===== src/source/gamePkg.sv =====
package gamePkg;

    ////////////////////////////////////////////////////////////////////
    // types
    ////////////////////////////////////////////////////////////////////

    typedef logic [11:0] coordT;    // screen coordinate in pixels
    typedef logic [3:0]  colorT;    // object color index
    typedef logic [3:0]  btnT;      // button vector, one-hot when valid

    ////////////////////////////////////////////////////////////////////
    // button bit positions
    ////////////////////////////////////////////////////////////////////

    localparam int btnUp    = 3;
    localparam int btnDown  = 2;
    localparam int btnRight = 1;
    localparam int btnLeft  = 0;

    ////////////////////////////////////////////////////////////////////
    // playfield and player
    ////////////////////////////////////////////////////////////////////

    // visible area of a 640x480 display
    localparam coordT screenWidth  = 12'd640;
    localparam coordT screenHeight = 12'd480;

    // player is a square sprite
    localparam coordT playerSize = 12'd12;

endpackage


===== src/source/buttonDecoder.sv =====
module buttonDecoder
(
    input  logic         btnClk,
    input  logic         rst,
    input  gamePkg::btnT btns_i,        // raw buttons, already debounced
    input  logic         scrollSel_i,   // 1 scrolls the world, 0 moves the player
    output gamePkg::btnT moveDir_o,     // last accepted direction
    output logic         worldStep_o,   // scroll strobe to both obstacles
    output logic         playerStep_o   // move strobe to the player
);

    gamePkg::btnT btnMeta;      // first sync stage
    gamePkg::btnT btnSync;      // second sync stage
    logic         selMeta;
    logic         selSync;
    logic         oneHot;       // exactly one button down

    // two flops on every async input
    always_ff @(posedge btnClk or posedge rst)
    begin
        if (rst)
        begin
            btnMeta <= '0;
            btnSync <= '0;
            selMeta <= 1'b0;
            selSync <= 1'b0;
        end
        else
        begin
            btnMeta <= btns_i;
            btnSync <= btnMeta;
            selMeta <= scrollSel_i;
            selSync <= selMeta;
        end
    end

    // nonzero and no second bit left once the lowest is cleared
    assign oneHot = (btnSync != '0) && ((btnSync & (btnSync - gamePkg::btnT'(1))) == '0);

    // strobe repeats every cycle while the press holds
    always_ff @(posedge btnClk or posedge rst)
    begin
        if (rst)
        begin
            moveDir_o    <= '0;
            worldStep_o  <= 1'b0;
            playerStep_o <= 1'b0;
        end
        else
        begin
            if (oneHot)
                moveDir_o <= btnSync;   // hold last good direction otherwise
            worldStep_o  <= oneHot && selSync;
            playerStep_o <= oneHot && !selSync;  // never both at once
        end
    end

endmodule


===== src/source/obstacleRect.sv =====
module obstacleRect
#(
    parameter gamePkg::coordT startH    = 12'd0,    // top-left after reset
    parameter gamePkg::coordT startV    = 12'd0,
    parameter gamePkg::coordT objWidth  = 12'd32,
    parameter gamePkg::coordT objHeight = 12'd32,
    parameter gamePkg::colorT rectColor = 4'h1
)
(
    input  logic           btnClk,
    input  logic           rst,
    input  logic           worldStep_i,     // scroll one pixel this cycle
    input  gamePkg::btnT   moveDir_i,       // one-hot scroll direction
    input  logic           visible_i,       // rectangle shown on screen
    input  gamePkg::coordT playerH_i,       // player top-left
    input  gamePkg::coordT playerV_i,
    input  gamePkg::colorT playerColor_i,
    output gamePkg::coordT rectH_o,         // rectangle top-left
    output gamePkg::coordT rectV_o,
    output gamePkg::btnT   blocks_o         // per-side block flags, btnT order
);

    // wrap targets for up and left
    localparam gamePkg::coordT lastH = gamePkg::screenWidth - objWidth;
    localparam gamePkg::coordT lastV = gamePkg::screenHeight - objHeight;

    gamePkg::coordT rectRight;      // first column right of the rectangle
    gamePkg::coordT rectBottom;     // first row below the rectangle
    gamePkg::coordT playerRight;
    gamePkg::coordT playerBottom;
    logic           hOverlap;       // spans share some columns
    logic           vOverlap;       // spans share some rows
    logic           canBlock;
    gamePkg::btnT   blocksNext;

    //////////////////////////////////////////////////////////////////////
    // scrolling
    //////////////////////////////////////////////////////////////////////

    always_ff @(posedge btnClk or posedge rst)
    begin
        if (rst)
        begin
            rectH_o <= startH;
            rectV_o <= startV;
        end
        else if (worldStep_i)
        begin
            if (moveDir_i[gamePkg::btnUp])
            begin
                if (rectV_o == '0)
                    rectV_o <= lastV;       // top edge wraps to bottom
                else
                    rectV_o <= rectV_o - 1'b1;
            end
            else if (moveDir_i[gamePkg::btnDown])
            begin
                // bottom sits on the screen edge, jump to the top
                if (rectBottom >= gamePkg::screenHeight)
                    rectV_o <= '0;
                else
                    rectV_o <= rectV_o + 1'b1;
            end
            else if (moveDir_i[gamePkg::btnRight])
            begin
                if (rectRight >= gamePkg::screenWidth)
                    rectH_o <= '0;          // right edge wraps to left
                else
                    rectH_o <= rectH_o + 1'b1;
            end
            else if (moveDir_i[gamePkg::btnLeft])
            begin
                if (rectH_o == '0)
                    rectH_o <= lastH;
                else
                    rectH_o <= rectH_o - 1'b1;
            end
        end
    end

    //////////////////////////////////////////////////////////////////////
    // contact detection
    //////////////////////////////////////////////////////////////////////

    assign rectRight    = rectH_o + objWidth;
    assign rectBottom   = rectV_o + objHeight;
    assign playerRight  = playerH_i + gamePkg::playerSize;
    assign playerBottom = playerV_i + gamePkg::playerSize;

    // strict overlap, touching corners only does not count
    assign hOverlap = (playerH_i < rectRight) && (playerRight > rectH_o);
    assign vOverlap = (playerV_i < rectBottom) && (playerBottom > rectV_o);

    // same color passes through, hidden rectangle is not there
    assign canBlock = visible_i && (playerColor_i != rectColor);

    always_comb
    begin
        blocksNext = '0;
        // player standing on the rectangle top
        blocksNext[gamePkg::btnDown]  = canBlock && hOverlap && (playerBottom == rectV_o);
        // player just under the rectangle
        blocksNext[gamePkg::btnUp]    = canBlock && hOverlap && (playerV_i == rectBottom);
        // player against the left side
        blocksNext[gamePkg::btnRight] = canBlock && vOverlap && (playerRight == rectH_o);
        // player against the right side
        blocksNext[gamePkg::btnLeft]  = canBlock && vOverlap && (playerH_i == rectRight);
    end

    // flags lag the positions by one edge
    always_ff @(posedge btnClk or posedge rst)
    begin
        if (rst)
            blocks_o <= '0;
        else
            blocks_o <= blocksNext;
    end

endmodule


===== src/source/playerMover.sv =====
module playerMover
#(
    parameter gamePkg::coordT startH = 12'd0,   // player top-left after reset
    parameter gamePkg::coordT startV = 12'd0
)
(
    input  logic           btnClk,
    input  logic           rst,
    input  logic           playerStep_i,    // move one pixel this cycle
    input  gamePkg::btnT   moveDir_i,       // one-hot move direction
    input  gamePkg::btnT   blocks0_i,       // flags from obstacle0
    input  gamePkg::btnT   blocks1_i,       // flags from obstacle1
    output gamePkg::coordT playerH_o,
    output gamePkg::coordT playerV_o,
    output gamePkg::btnT   blocked_o        // union of all block flags
);

    logic canUp;
    logic canDown;
    logic canRight;
    logic canLeft;

    // any obstacle blocking a side blocks it
    assign blocked_o = blocks0_i | blocks1_i;

    //////////////////////////////////////////////////////////////////////
    // per-direction permission
    //////////////////////////////////////////////////////////////////////

    // not blocked and still inside the screen
    assign canUp    = !blocked_o[gamePkg::btnUp] && (playerV_o != '0);
    assign canDown  = !blocked_o[gamePkg::btnDown]
                      && (playerV_o + gamePkg::playerSize < gamePkg::screenHeight);
    assign canRight = !blocked_o[gamePkg::btnRight]
                      && (playerH_o + gamePkg::playerSize < gamePkg::screenWidth);
    assign canLeft  = !blocked_o[gamePkg::btnLeft] && (playerH_o != '0);

    //////////////////////////////////////////////////////////////////////
    // position update
    //////////////////////////////////////////////////////////////////////

    always_ff @(posedge btnClk or posedge rst)
    begin
        if (rst)
        begin
            playerH_o <= startH;
            playerV_o <= startV;
        end
        else if (playerStep_i)
        begin
            // refused steps are just dropped
            if (moveDir_i[gamePkg::btnUp] && canUp)
                playerV_o <= playerV_o - 1'b1;
            else if (moveDir_i[gamePkg::btnDown] && canDown)
                playerV_o <= playerV_o + 1'b1;
            else if (moveDir_i[gamePkg::btnRight] && canRight)
                playerH_o <= playerH_o + 1'b1;
            else if (moveDir_i[gamePkg::btnLeft] && canLeft)
                playerH_o <= playerH_o - 1'b1;
        end
    end

endmodule


===== src/source/mazeTop.sv =====
module mazeTop
#(
    // obstacle0, wide and flat
    parameter gamePkg::coordT obs0StartH = 12'd200,
    parameter gamePkg::coordT obs0StartV = 12'd100,
    parameter gamePkg::coordT obs0Width  = 12'd80,
    parameter gamePkg::coordT obs0Height = 12'd40,
    parameter gamePkg::colorT obs0Color  = 4'h2,
    // obstacle1, tall and narrow
    parameter gamePkg::coordT obs1StartH = 12'd400,
    parameter gamePkg::coordT obs1StartV = 12'd300,
    parameter gamePkg::coordT obs1Width  = 12'd40,
    parameter gamePkg::coordT obs1Height = 12'd120,
    parameter gamePkg::colorT obs1Color  = 4'h9,
    // player right edge touches obstacle0 left side
    parameter gamePkg::coordT playerStartH = 12'd188,
    parameter gamePkg::coordT playerStartV = 12'd110
)
(
    input  logic           btnClk,
    input  logic           rst,
    input  gamePkg::btnT   btns_i,
    input  logic           scrollSel_i,
    input  logic           visible_i,
    input  gamePkg::colorT playerColor_i,
    output gamePkg::coordT playerH_o,
    output gamePkg::coordT playerV_o,
    output gamePkg::coordT rect0H_o,
    output gamePkg::coordT rect0V_o,
    output gamePkg::coordT rect1H_o,
    output gamePkg::coordT rect1V_o,
    output gamePkg::btnT   blocked_o
);

    gamePkg::btnT moveDir;      // shared by obstacles and player
    logic         worldStep;
    logic         playerStep;
    gamePkg::btnT blocks0;
    gamePkg::btnT blocks1;

    ////////////////////////////////////////////////////////////////////
    // producer
    ////////////////////////////////////////////////////////////////////

    buttonDecoder decoder
    (
        .btnClk       (btnClk),
        .rst          (rst),
        .btns_i       (btns_i),
        .scrollSel_i  (scrollSel_i),
        .moveDir_o    (moveDir),
        .worldStep_o  (worldStep),
        .playerStep_o (playerStep)
    );

    ////////////////////////////////////////////////////////////////////
    // world state, both rectangles scroll together
    ////////////////////////////////////////////////////////////////////

    obstacleRect #(
        .startH    (obs0StartH),
        .startV    (obs0StartV),
        .objWidth  (obs0Width),
        .objHeight (obs0Height),
        .rectColor (obs0Color)
    ) obstacle0 (
        .btnClk        (btnClk),
        .rst           (rst),
        .worldStep_i   (worldStep),
        .moveDir_i     (moveDir),
        .visible_i     (visible_i),
        .playerH_i     (playerH_o),
        .playerV_i     (playerV_o),
        .playerColor_i (playerColor_i),
        .rectH_o       (rect0H_o),
        .rectV_o       (rect0V_o),
        .blocks_o      (blocks0)
    );

    obstacleRect #(
        .startH    (obs1StartH),
        .startV    (obs1StartV),
        .objWidth  (obs1Width),
        .objHeight (obs1Height),
        .rectColor (obs1Color)
    ) obstacle1 (
        .btnClk        (btnClk),
        .rst           (rst),
        .worldStep_i   (worldStep),
        .moveDir_i     (moveDir),
        .visible_i     (visible_i),
        .playerH_i     (playerH_o),
        .playerV_i     (playerV_o),
        .playerColor_i (playerColor_i),
        .rectH_o       (rect1H_o),
        .rectV_o       (rect1V_o),
        .blocks_o      (blocks1)
    );

    ////////////////////////////////////////////////////////////////////
    // consumer
    ////////////////////////////////////////////////////////////////////

    playerMover #(
        .startH (playerStartH),
        .startV (playerStartV)
    ) mover (
        .btnClk       (btnClk),
        .rst          (rst),
        .playerStep_i (playerStep),
        .moveDir_i    (moveDir),
        .blocks0_i    (blocks0),
        .blocks1_i    (blocks1),
        .playerH_o    (playerH_o),
        .playerV_o    (playerV_o),
        .blocked_o    (blocked_o)
    );

endmodule


===== config.mk =====
export PLATFORM = sky130hd
export DESIGN_NAME = mazeTop
export DESIGN_NICKNAME = d
export VERILOG_FILES = /design/src/source/gamePkg.sv /design/src/source/buttonDecoder.sv /design/src/source/obstacleRect.sv /design/src/source/playerMover.sv /design/src/source/mazeTop.sv
export SDC_FILE = /design/constraint.sdc
export NUM_CORES = 1
export LEC_CHECK = 0
export ABC_AREA = 1
export BUFFER_PORTS_ARGS = -buffer_cell sky130_fd_sc_hd__buf_2
export CAP_MARGIN = 5
export CORE_MARGIN = 3
export CORE_UTILIZATION = 57
export CTS_BUF_LIST = sky130_fd_sc_hd__clkbuf_4
export DETAILED_ROUTE_END_ITERATION = 12
export GPL_TIMING_DRIVEN = 0
export HOLD_SLACK_MARGIN = 0.06
export PLACE_DENSITY = 0.86
export SLEW_MARGIN = 10
export SYNTH_ARGS = -nofsm -noshare
export SYNTH_HDL_FRONTEND = slang
export SYNTH_SLANG_ARGS = --single-unit

===== constraint.sdc =====
create_clock -name btnClk -period 2.7 [get_ports btnClk]
set_input_delay 0.135 -clock btnClk [delete_from_list [all_inputs] [get_ports btnClk]]
set_output_delay 0.135 -clock btnClk [all_outputs]
set_load 0.05 [all_outputs]

==> results of run 1 <==
==> stage by stage <==
stage / worst slack, ns / setup TNS (ns) / instances / util (%)
after floorplan: -0.190 / -0.797 / 1442 / -
after global placement: -1.06 / -81.61 / 1754 / 63.9
after detailed placement: -0.448 / -3.66 / 1755 / 64.1
after CTS: -0.213 / -1.07 / 1810 / 68.4
after global routing: -0.518 / -4.07 / 1843 / 71.4
final: -0.417 / -2.22 / 1843 / 71.4
==> kinds of logic (layout without fill, tap and decap cells) <==
logic type / Yosys count / count (layout) / synth area share, %
fa+ha+maj: 132 / 132 / 16.1
flops: 96 / 96 / 23.4
compound gates: 243 / 243 / 13.9
other cells: 0 / 1 / 0
simple gates: 636 / 636 / 28.7
buf+inv: 240 / 415 / 9.63
xor+xnor: 95 / 95 / 8.31
==> worst reg2reg max path, cell delays in order, from the launching register on <==
cell and delay [ns]:
dfstp_4 0.69, inv_8 0.04, ha_4 0.16, nor2_4 0.13
nand3_2 0.10, nand2_2 0.07, nand2_2 0.08, nor2_4 0.13
nand3_4 0.14, buf_12 0.19, ha_4 0.25, a21oi_2 0.21
o21ai_2 0.10, nand2_1 0.11, o2111ai_2 0.16, nor2_4 0.14
inv_1 0.06, nand2_1 0.07, nand2_1 0.05, nand2_1 0.08
nand2_1 0.07
==> flip-flops by register name, indices dropped and copies added (netlist names), 12 cells and up <==
signal,cells
obstacle1.rectV_o,12
obstacle0.rectH_o,12
mover.playerV_o,12
obstacle1.rectH_o,12
mover.playerH_o,12
obstacle0.rectV_o,12
==> cell usage in the layout, fill, tap and decap left out, types with 10 or more instances in the layout <==
cell and n:
ha_4 16, nor2_1 134, a21oi_1 83, a21oi_2 15, dfrtp_1 69, o21ai_0 46
nand2_2 31, buf_2 96, ha_1 112, inv_2 24, inv_1 169, xor2_1 75
xnor2_1 11, nor2_2 11, nand4_1 52, nor3_1 23, clkbuf_1 14, o21ai_1 15
dfstp_2 20, nor2_4 10, buf_6 12, buf_4 59, nand3_1 67, o21ai_2 31
nand2_1 259
==> metal layers <==
metal  vias to the layer above  wire [um]  GRT usage [%]
met3                       179       3250           5.09
met4                         0       1680           11.6
li1                       5119          -              -
met1                      5172      13200           41.4
met5                         -          0              0
met2                       725      15200           49.8
==> path summary, 6_finish.rpt <==
check                              startpoint  slack [ns]                    end
max in group asynchronous                 rst        1.83     mover.playerV_o[1]
hold reg to reg            decoder.btnMeta[1]        0.37     decoder.btnSync[1]
setup / recovery           mover.playerH_o[3]       -0.42    mover.playerH_o[11]
min in group asynchronous                 rst        0.17   obstacle0.rectV_o[1]
hold / removal               playerColor_i[1]        0.14  obstacle0.blocks_o[2]
setup reg to reg           mover.playerH_o[3]       -0.42    mover.playerH_o[11]
==> timing repair <==
action / in CTS / in global routing
gates cloned: 1 / 0
hold buffers: 6 / 0
endpoints found under the setup margin: 21 / 25
endpoints found under the hold margin: 76 / 0
gates resized for setup: 60 / 71
pin swaps: 47 / 51
buffers inserted: 33 / 32
==> final cells by class <==
cell class / count / area [um^2]
fillers: 1269 / 5010
flip-flops and latches: 96 / 2450
inverters: 207 / 825
plain buffers: 33 / 215
repair buffers: 159 / 1070
multi-input cells: 1106 / 7520
clock inverters: 7 / 108
well taps: 225 / 282
clock buffers: 9 / 67.6
diodes: 1 / 2.50
==> metrics.md, run 1 <==
| Metric | Value |
|---|---|
| Final net count | approximately 1.8k |
| CP dominant cell by count | nand2_1 |
| R2R cell count | 20 |
| Largest net degree at the start of global routing | 66 |
| Startpoint Class | register |
| Unrepaired setup endpoints after global routing | true |
| H-tree depth | 3 |
| Outcome | complete, but fails checks |
| Setup Crit Path Kind | reg -> reg |
| Number of global-route vias before repair | roughly 10k |
| Worst path depth | 20 |
| Yosys reg bits | 96 |
| Vias/cell | 6.07 |
| Share of cells above drive strength 1 | approximately a quarter |
| Slowest cell on crit path | dfstp_4 |
| Post-synth top area cell | dfrtp_1 |
| Mapped Area | just over 10000 um^2 |
| Final setup fails | 11 |
| Most common cell in the synthesized netlist | nand2_1 |
| Grt ovf | 0 |
| Total track usage | just over 30% |
| Avg Cell Area, Syn | 7.19 um^2 |
| Buffers & Inverters on Critical Path | 3 |
| Core area | ~18000 um^2 |
| Root buffer cell | clkbuf_4 |
| Skew final | approximately 0.026 ns |
| DRC viols | 0 |
| Total number of vias | 11.2k |
| DR WL/cell | 18.1 um |
| Clock latency on the worst-skew pair | roughly 0.52 ns |
| Clock Path Buffers | 2 |
| CTS tree | yes |
| Syn nets | around 1.6k |
| CP endpoint kind | register |
| CTS Buf Count | 9 |
| Synth Instances | between 1k and 1.5k |
| Crit path DAT | 3.54 ns |
| Max-cap violations | 0 |
| DR iter-0 viols | approximately 1.2k |
| Initial core utilization | 59.1% |
| Slew Limit Fails | 0 |
| Initial antenna violation count | 1 |
| Synth Flop Type | dfrtp_1 |
| Area of the die | approximately 20000 um^2 |
| Fraction of registers with async set/reset | 100% |
| Total clock sinks | 96 |
| Failing checks | setup timing |
| GPL Wtd Cong | ~0.95 |
| Drt first pass iters | 8 |
| Period utilisation layout | 115% |
| Cell variety after synth | between 60 and 70 |
| Worst stage delay on the critical path | roughly 0.69 ns |
| Type of the worst min-delay path | in -> reg |
| Worst hold margin | roughly 0.14 ns |
| Final Hold Vio Count | 0 |
| Hold Path Depth | 6 |
| HPWL after detailed placement | about 22000 um |
| Synth top area share | about 18% |
| Row count | 48 |
| Die H | ~140 um |
| First-pass GRT wire length | ~50000 um |
| Final instance area | about 13000 um^2 |
| Max Clock Freq | 321 MHz |
| Routed Wire Length | 33400 um |
| Synth top area cells | dfrtp_1 18%, ha_1 16%, nand2_1 9.7% |
| Post-route ant nets | 0 |
| Post-synthesis sequential area ratio | 23.4% |
| Critical path peak fanout | 7 |
| IO buf count | between 80 and 90 |
| Max-slew headroom | 46.6% |
| Post-synth EDFFs | 0 |
| Synth warn | 0 |
| Area Overhead vs Synth | 20.8% |
| Worst path required time | around 3.1 ns |
| Fin worst setup slack | -0.417 ns |
| Post-synth top cells | 267 x nand2_1, 183 x inv_1, 144 x nor2_1 |
| Fin crit period | 3.12 ns |
| Worst-Margin Slew | 0.801 ns |
| Placement Cell Area | between 10000 and 15000 um^2 |
| Clock slew at reported path FFs | approximately 0.19 ns |
| Delay-heaviest family, CP | simple AND/OR/NAND/NOR gates |
| I/O pin total | roughly 90 |
| Worst path cell trace | inv_8, ha_4, nor2_4, nand3_2, nand2_2, nand2_2, nor2_4, nand3_4, buf_12, ha_4, a21oi_2, o21ai_2, nand2_1, o2111ai_2, nor2_4, inv_1, nand2_1, nand2_1, nand2_1, nand2_1 |
| Die Span X | about 140 um |
Power of run 1 is left out: the tool's default activity adds up to more than one toggle a clock period on the data nets, which glitch-free logic cannot reach.
==> inputs of run 2 (changes only) <==
- CORE_UTILIZATION: 57 -> 63
- PLACE_DENSITY: 0.86 -> 0.89
- clock period: 2.7 -> 3.12 ns (I/O delays scaled with it)
==> run 2 against run 1 <==
Against the previous run:
- the flow still finishes with violations (setup timing)
- non-clock buffer count is 48 lower
- highest routed layer unchanged
- wire length is 8.8% lower
- count of clock-buffer cells in the layout stayed put
- critical endpoint unchanged
- die area is 9.1% lower
- utilization is 2.1 points higher
- clock skew is 0.018 ns lower
- setup slack better by 0.28 ns
- critical path depth stayed put
- global-route usage is 1.3 points higher
- register-to-register slack better by 0.28 ns
- fmax is 4.3% lower
- final area is 6.1% lower
==> metrics.md, run 2 (same netlist as run 1, synthesis figures left out) <==
| Metric | Value |
|---|---|
| Final Hold Vio Count | 0 (unchanged) |
| CTS Buf Count | 9 (unchanged) |
| Die Span X | 134 um (-4.7%) |
| Final net count | 1709 (-2.7%) |
| Type of the worst min-delay path | in -> reg |
| Unrepaired setup endpoints after global routing | true |
| Post-route ant nets | 0 (unchanged) |
| Max Clock Freq | 307 MHz (-4.3%) |
| Vias/cell | 6.04 (-0.60%) |
| Delay-heaviest family, CP | simple AND/OR/NAND/NOR gates |
| Final setup fails | 1 (-10) |
| Initial antenna violation count | 1 (unchanged) |
| I/O pin total | 88 (unchanged) |
| CP endpoint kind | register |
| Total track usage | 32.0% (+1.3 points) |
| DP Cell Count | 1746 (-0.51%) |
| GPL Wtd Cong | 0.982 (+3.4%) |
| Drt first pass iters | 6 (-2) |
| Largest net degree at the start of global routing | 50 (-24%) |
| Most common cell after layout, fill and taps aside | nand2_1 |
| Root buffer cell | clkbuf_4 |
| Max-slew headroom | 43.9% (-2.6 points) |
| Worst stage delay on the critical path | 0.69 ns (about the same) |
| Total number of vias | 10.8k (-3.6%) |
| H-tree depth | 3 (unchanged) |
| Area Overhead vs Synth | 13.4% |
| Startpoint Class | register |
| Fin crit period | 3.26 ns (+0.141 ns) |
| Worst-Margin Slew | 0.834 ns (+0.0338 ns) |
| DR iter-0 viols | 1135 (-8.6%) |
| Worst slack at placement | -0.343 ns (+0.105 ns) |
| Die H | 134 um (-4.7%) |
| Clock latency on the worst-skew pair | 0.50 ns (-0.02 ns) |
| Period utilisation layout | 104% (-11 points) |
| Total clock sinks | 96 (unchanged) |
| Share of cells above drive strength 1 | 20.1% (-6.2 points) |
| Skew final | 0.00859 ns (-0.0177 ns) |
| Final std cells w/o fill | 1787 (-3.0%) |
| DRC viols | 0 (unchanged) |
| Routed Wire Length | 30500 um (-8.8%) |
| Fin util | 73.5% (+2.1 points) |
| Initial core utilization | 64.8% (+5.7 points) |
| Worst path required time | 3.53 ns (+0.40 ns) |
| Slew Limit Fails | 0 (unchanged) |
| Setup Crit Path Kind | reg -> reg |
| First-pass GRT wire length | 47300 um (-5.9%) |
| Critical path peak fanout | 5 (-2) |
| Number of global-route vias before repair | 9775 (-4.3%) |
| Outcome | complete, but fails checks |
| DR WL/cell | 17.0 um (-5.9%) |
| CTS tree | yes |
| Buffers & Inverters on Critical Path | 3 (unchanged) |
| Worst path cell trace | clkinvlp_4, ha_4, nor2_4, nand3_2, nand2_2, nand2_2, nor2_4, buf_12, nand3_4, ha_4, a21oi_2, o21ai_1, nand2_1, o2111ai_1, nor2_2, inv_1, nand2_1, nand2_1, nand2_1, nand2_1 |
| Commonest cells after routing, fill and taps aside | 266 x nand2_1, 177 x inv_1, 142 x nor2_1, 119 x ha_1, 96 x buf_2 |
| Max-cap violations | 0 (unchanged) |
| Slowest cell on crit path | dfstp_4 |
| HPWL after detailed placement | 22100 um (-1.2%) |
| Grt ovf | 0 (unchanged) |
| CP dominant cell by count | nand2_1 |
| Clock slew at reported path FFs | 0.17 ns (-0.02 ns) |
| Clock Path Buffers | 2 (unchanged) |
| Row count | 46 (-4.2%) |
| Fin worst setup slack | -0.137 ns (+0.279 ns) |
| Area of the die | 18000 um^2 (-9.1%) |
| Failing checks | setup timing |
| IO buf count | 87 (unchanged) |
| Crit path DAT | 3.66 ns (+0.12 ns) |
| Core area | 16000 um^2 (-8.8%) |
==> run 2: layout make-up <==
type,instances,area [um^2]
clock buffer,9,67.6
sequential,96,2440
clock inverter,7,70.1
tap,216,270
antenna,1,2.50
fill,1180,4240
timing repair buffer,111,683
inverter,207,796
buffer,33,215
multi-input combinational,1107,7220
==> run 2: tightest hold or removal path, cell delays in order <==
cell      delay, ns
buf_2          0.12
inv_1          0.06
a31oi_1        0.06
nand3b_1       0.08
a21oi_1        0.04
nand3_1        0.11
nor2_1         0.06
==> run 2: layer usage <==
layer / wire (um) / track usage [%] / vias to the layer above
li1: - / - / 5019
met2: 13500 / 50.9 / 646
met4: 1380 / 13.0 / 0
met1: 12700 / 43.8 / 4981
met5: 0 / 0 / -
met3: 2850 / 5.21 / 144
==> run 2: worst paths after layout <==
kind                                    startpoint               endpoint  slack (ns)  cells past startpoint
worst max-delay path            mover.playerH_o[2]    mover.playerH_o[11]       -0.14                     20
worst min-delay path                     visible_i  obstacle0.blocks_o[0]        0.20                      7
worst max register to register  mover.playerH_o[2]    mover.playerH_o[11]       -0.14                     20
worst min register to register  decoder.btnMeta[1]     decoder.btnSync[1]        0.37                      0
max in group asynchronous                      rst     mover.playerV_o[6]        2.10                      4
min in group asynchronous                      rst   obstacle1.rectV_o[9]        0.28                      3
==> run 2: through the flow <==
step	setup TNS, ns	cell area, um^2	hold slack [ns]
floorplan	-0.00355	10400	0.187
global placement	-46.13	11100	0.263
detailed placement	-1.72	11100	0.265
CTS	-0.0114	11500	0.180
global route	-0.899	11800	0.199
finish	-0.137	11800	0.204
==> run 2: what timing repair did <==
action / in CTS / in global routing
gates cloned: 1 / 0
buffers inserted: 5 / 12
gates resized for setup: 15 / 37
endpoints found under the hold margin: 37 / 0
pin swaps: 2 / 19
setup endpoints to repair: 12 / 11
hold buffers: 6 / 0
Power of run 2 is left out for the same reason.
==> inputs of run 3 (changes only) <==
--- a/config.mk
+++ b/config.mk
@@ -8,5 +8,4 @@
 export ABC_AREA = 1
 export BUFFER_PORTS_ARGS = -buffer_cell sky130_fd_sc_hd__buf_2
-export CAP_MARGIN = 5
 export CORE_MARGIN = 3
 export CORE_UTILIZATION = 63
==> constraint.sdc (replaced) <==
create_clock -name btnClk -period 3.12 [get_ports btnClk]
set_input_delay 0.624 -clock btnClk [delete_from_list [all_inputs] [get_ports btnClk]]
set_output_delay 0.624 -clock btnClk [all_outputs]
set_load 0.05 [all_outputs]
==> run 3 against run 2 <==
Against the previous run:
- the flow still finishes with violations (setup timing)
- critical path type unchanged
- critical endpoint unchanged
- highest routed layer unchanged
- largest cell class unchanged
- wire length hardly changed
- via count down 0.52%
- clock skew up 0.0020 ns
==> metrics.md, run 3 (same netlist as run 1, synthesis figures left out) <==
| Metric | Value |
|---|---|
| Outcome | complete, but fails checks |
| Failing checks | setup timing |
| Total track usage | 32.0% (-0.064 points) |
| Total number of vias | 10.7k (-0.52%) |
| GPL Wtd Cong | 0.982 (unchanged) |
| Clock slew at reported path FFs | 0.18 ns (about the same) |
| IO buf count | 87 (unchanged) |
| # fillers | 1188 (+0.68%) |
| Clock latency on the worst-skew pair | 0.50 ns (about the same) |
| Initial core utilization | 64.8% (unchanged) |
| Area of the multi-input gates | 7220 um^2 (unchanged) |
| Share of cells above drive strength 1 | 20.1% (+0.077 points) |
| Period utilisation layout | 105% (+0.19 points) |
| Root buffer cell | clkbuf_4 |
| Type of the worst min-delay path | in -> async |
| Critical path peak fanout | 5 (unchanged) |
| Fin Setup TNS | -0.143 ns (-0.00597 ns) |
| H-tree depth | 3 (unchanged) |
| Initial antenna violation count | 1 (unchanged) |
| Crit path DAT | 3.67 ns (about the same) |
| Final net count | 1703 (-0.35%) |
| Worst r2r src | mover.playerH_o[2] |
| CP endpoint kind | register |
| Grt ovf | 0 (unchanged) |
| Fin crit period | 3.26 ns (+0.00597 ns) |
| Crit path from | mover.playerH_o[2] |
| Clock Path Buffers | 2 (unchanged) |
| Setup Crit Path Kind | reg -> reg |
| Register area | 2440 um^2 (unchanged) |
| Number of global-route vias before repair | 9749 (-0.27%) |
| Slew Limit Fails | 0 (unchanged) |
| CTS Buf Count | 9 (unchanged) |
| CTS tree | yes |
| Skew final | 0.0106 ns (+0.00200 ns) |
| Commonest cells after routing, fill and taps aside | 266 x nand2_1, 177 x inv_1, 142 x nor2_1, 119 x ha_1, 96 x buf_2 |
| Core area | 16000 um^2 (unchanged) |
| Fin worst setup slack | -0.143 ns (-0.00597 ns) |
| Row count | 46 (unchanged) |
| GRT busiest layer | met2 |
| Final std cells w/o fill | 1781 (-0.34%) |
| DR WL/cell | 17.1 um (+0.43%) |
| Area Overhead vs Synth | 12.8% |
| Max Clock Freq | 306 MHz (-0.18%) |
| Post-route ant nets | 0 (unchanged) |
| GR Util met2 | 50.7% (-0.22 points) |
| I/O pin total | 88 (unchanged) |
| Max-slew headroom | 42.4% (-1.5 points) |
| Most common cell after layout, fill and taps aside | nand2_1 |
| Global routing usage on met3 | 5.21% (unchanged) |
| Die H | 134 um (unchanged) |
| DRC viols | 0 (unchanged) |
| Vias/cell | 6.03 (-0.18%) |
| Final setup fails | 1 (unchanged) |
| Final Hold Vio Count | 0 (unchanged) |
| DR iter-0 viols | 1137 (+0.18%) |
| Routed Wire Length | 30500 um (about the same) |
| CTS Hold Bufs | 0 (-6) |
| Max-cap violations | 0 (unchanged) |
| Startpoint Class | register |
| First-pass GRT wire length | 47300 um (-0.19%) |
| Worst-Margin Slew | 0.857 ns (+0.0226 ns) |
| Die Span X | 134 um (unchanged) |
| Worst hold margin | 0.198 ns (-0.00624 ns) |
| Total clock sinks | 96 (unchanged) |
| HPWL after detailed placement | 22100 um (unchanged) |
| GRT met1 Usage | 43.8% (unchanged) |
| Unrepaired setup endpoints after global routing | true |
| Drt first pass iters | 5 (-1) |
| DP Cell Count | 1746 (unchanged) |
| Largest net degree at the start of global routing | 50 (unchanged) |
| Area of the die | 18000 um^2 (unchanged) |
| Worst path required time | 3.53 ns (about the same) |
==> run 3: cell count changes in the layout (fill, tap and decap cells not counted), sizes merged <==
| cell | previous run | this run |
|---|---|---|
| dlygate4sd3 | 6 | 0 |
==> run 3: metrics by stage <==
stage               utilization, %  setup WS, ns  cell area [um^2]
floorplan                        -      -0.00355             10400
global placement              69.3         -1.10             11100
detailed placement            69.5        -0.343             11100
CTS                           71.3       -0.0114             11400
global route                  73.1        -0.284             11700
finish                        73.1        -0.143             11700
==> run 3: metal layers <==
metal	vias to the layer above	wire length, um	part of all wire (%)
met1	4988	12800	42
met5	-	0	0
met2	605	13500	44
met3	128	2730	9.0
li1	5013	-	-
met4	0	1410	4.6
==> run 3: path summary, 6_finish.rpt <==
path,slack (ns),to,cells after the start
max in group asynchronous,2.18,mover.playerH_o[7],3
worst max-delay path,-0.14,mover.playerH_o[11],20
worst max register to register,-0.14,mover.playerH_o[11],20
worst min-delay path,0.20,obstacle0.rectV_o[7],2
min in group btnClk,0.22,decoder.btnMeta[1],1
worst min register to register,0.37,decoder.selSync,0
==> run 3: worst max-delay path, stage by stage, from the launching register on <==
cell	delay, ns
dfstp_4	0.69
clkinvlp_4	0.13
ha_4	0.20
nor2_4	0.14
nand3_2	0.09
nand2_2	0.07
nand2_2	0.10
nor2_4	0.18
buf_12	0.13
nand3_4	0.15
ha_4	0.28
a21oi_2	0.17
o21ai_1	0.13
nand2_1	0.07
o2111ai_1	0.11
nor2_2	0.16
inv_1	0.08
nand2_1	0.07
nand2_1	0.07
nand2_1	0.08
nand2_1	0.06
==> run 3: repair_timing <==
| action | CTS | global route |
|---|---|---|
| setup buffers | 5 | 12 |
| gates cloned | 1 | 0 |
| pin swaps | 2 | 19 |
| endpoints found under the setup margin | 12 | 11 |
| resized for setup | 15 | 37 |
==> run 3: layout make-up <==
| type | instances | share of cell area, % |
|---|---|---|
| plain buffers | 33 | 1.84 |
| flip-flops and latches | 96 | 20.8 |
| inverters | 207 | 6.80 |
| well taps | 216 | 2.31 |
| clock inverters | 7 | 0.599 |
| diodes | 1 | 0.0214 |
| clock buffers | 9 | 0.577 |
| multi-input cells | 1107 | 61.7 |
| repair buffers | 105 | 5.33 |
Power of run 3 is left out for the same reason.
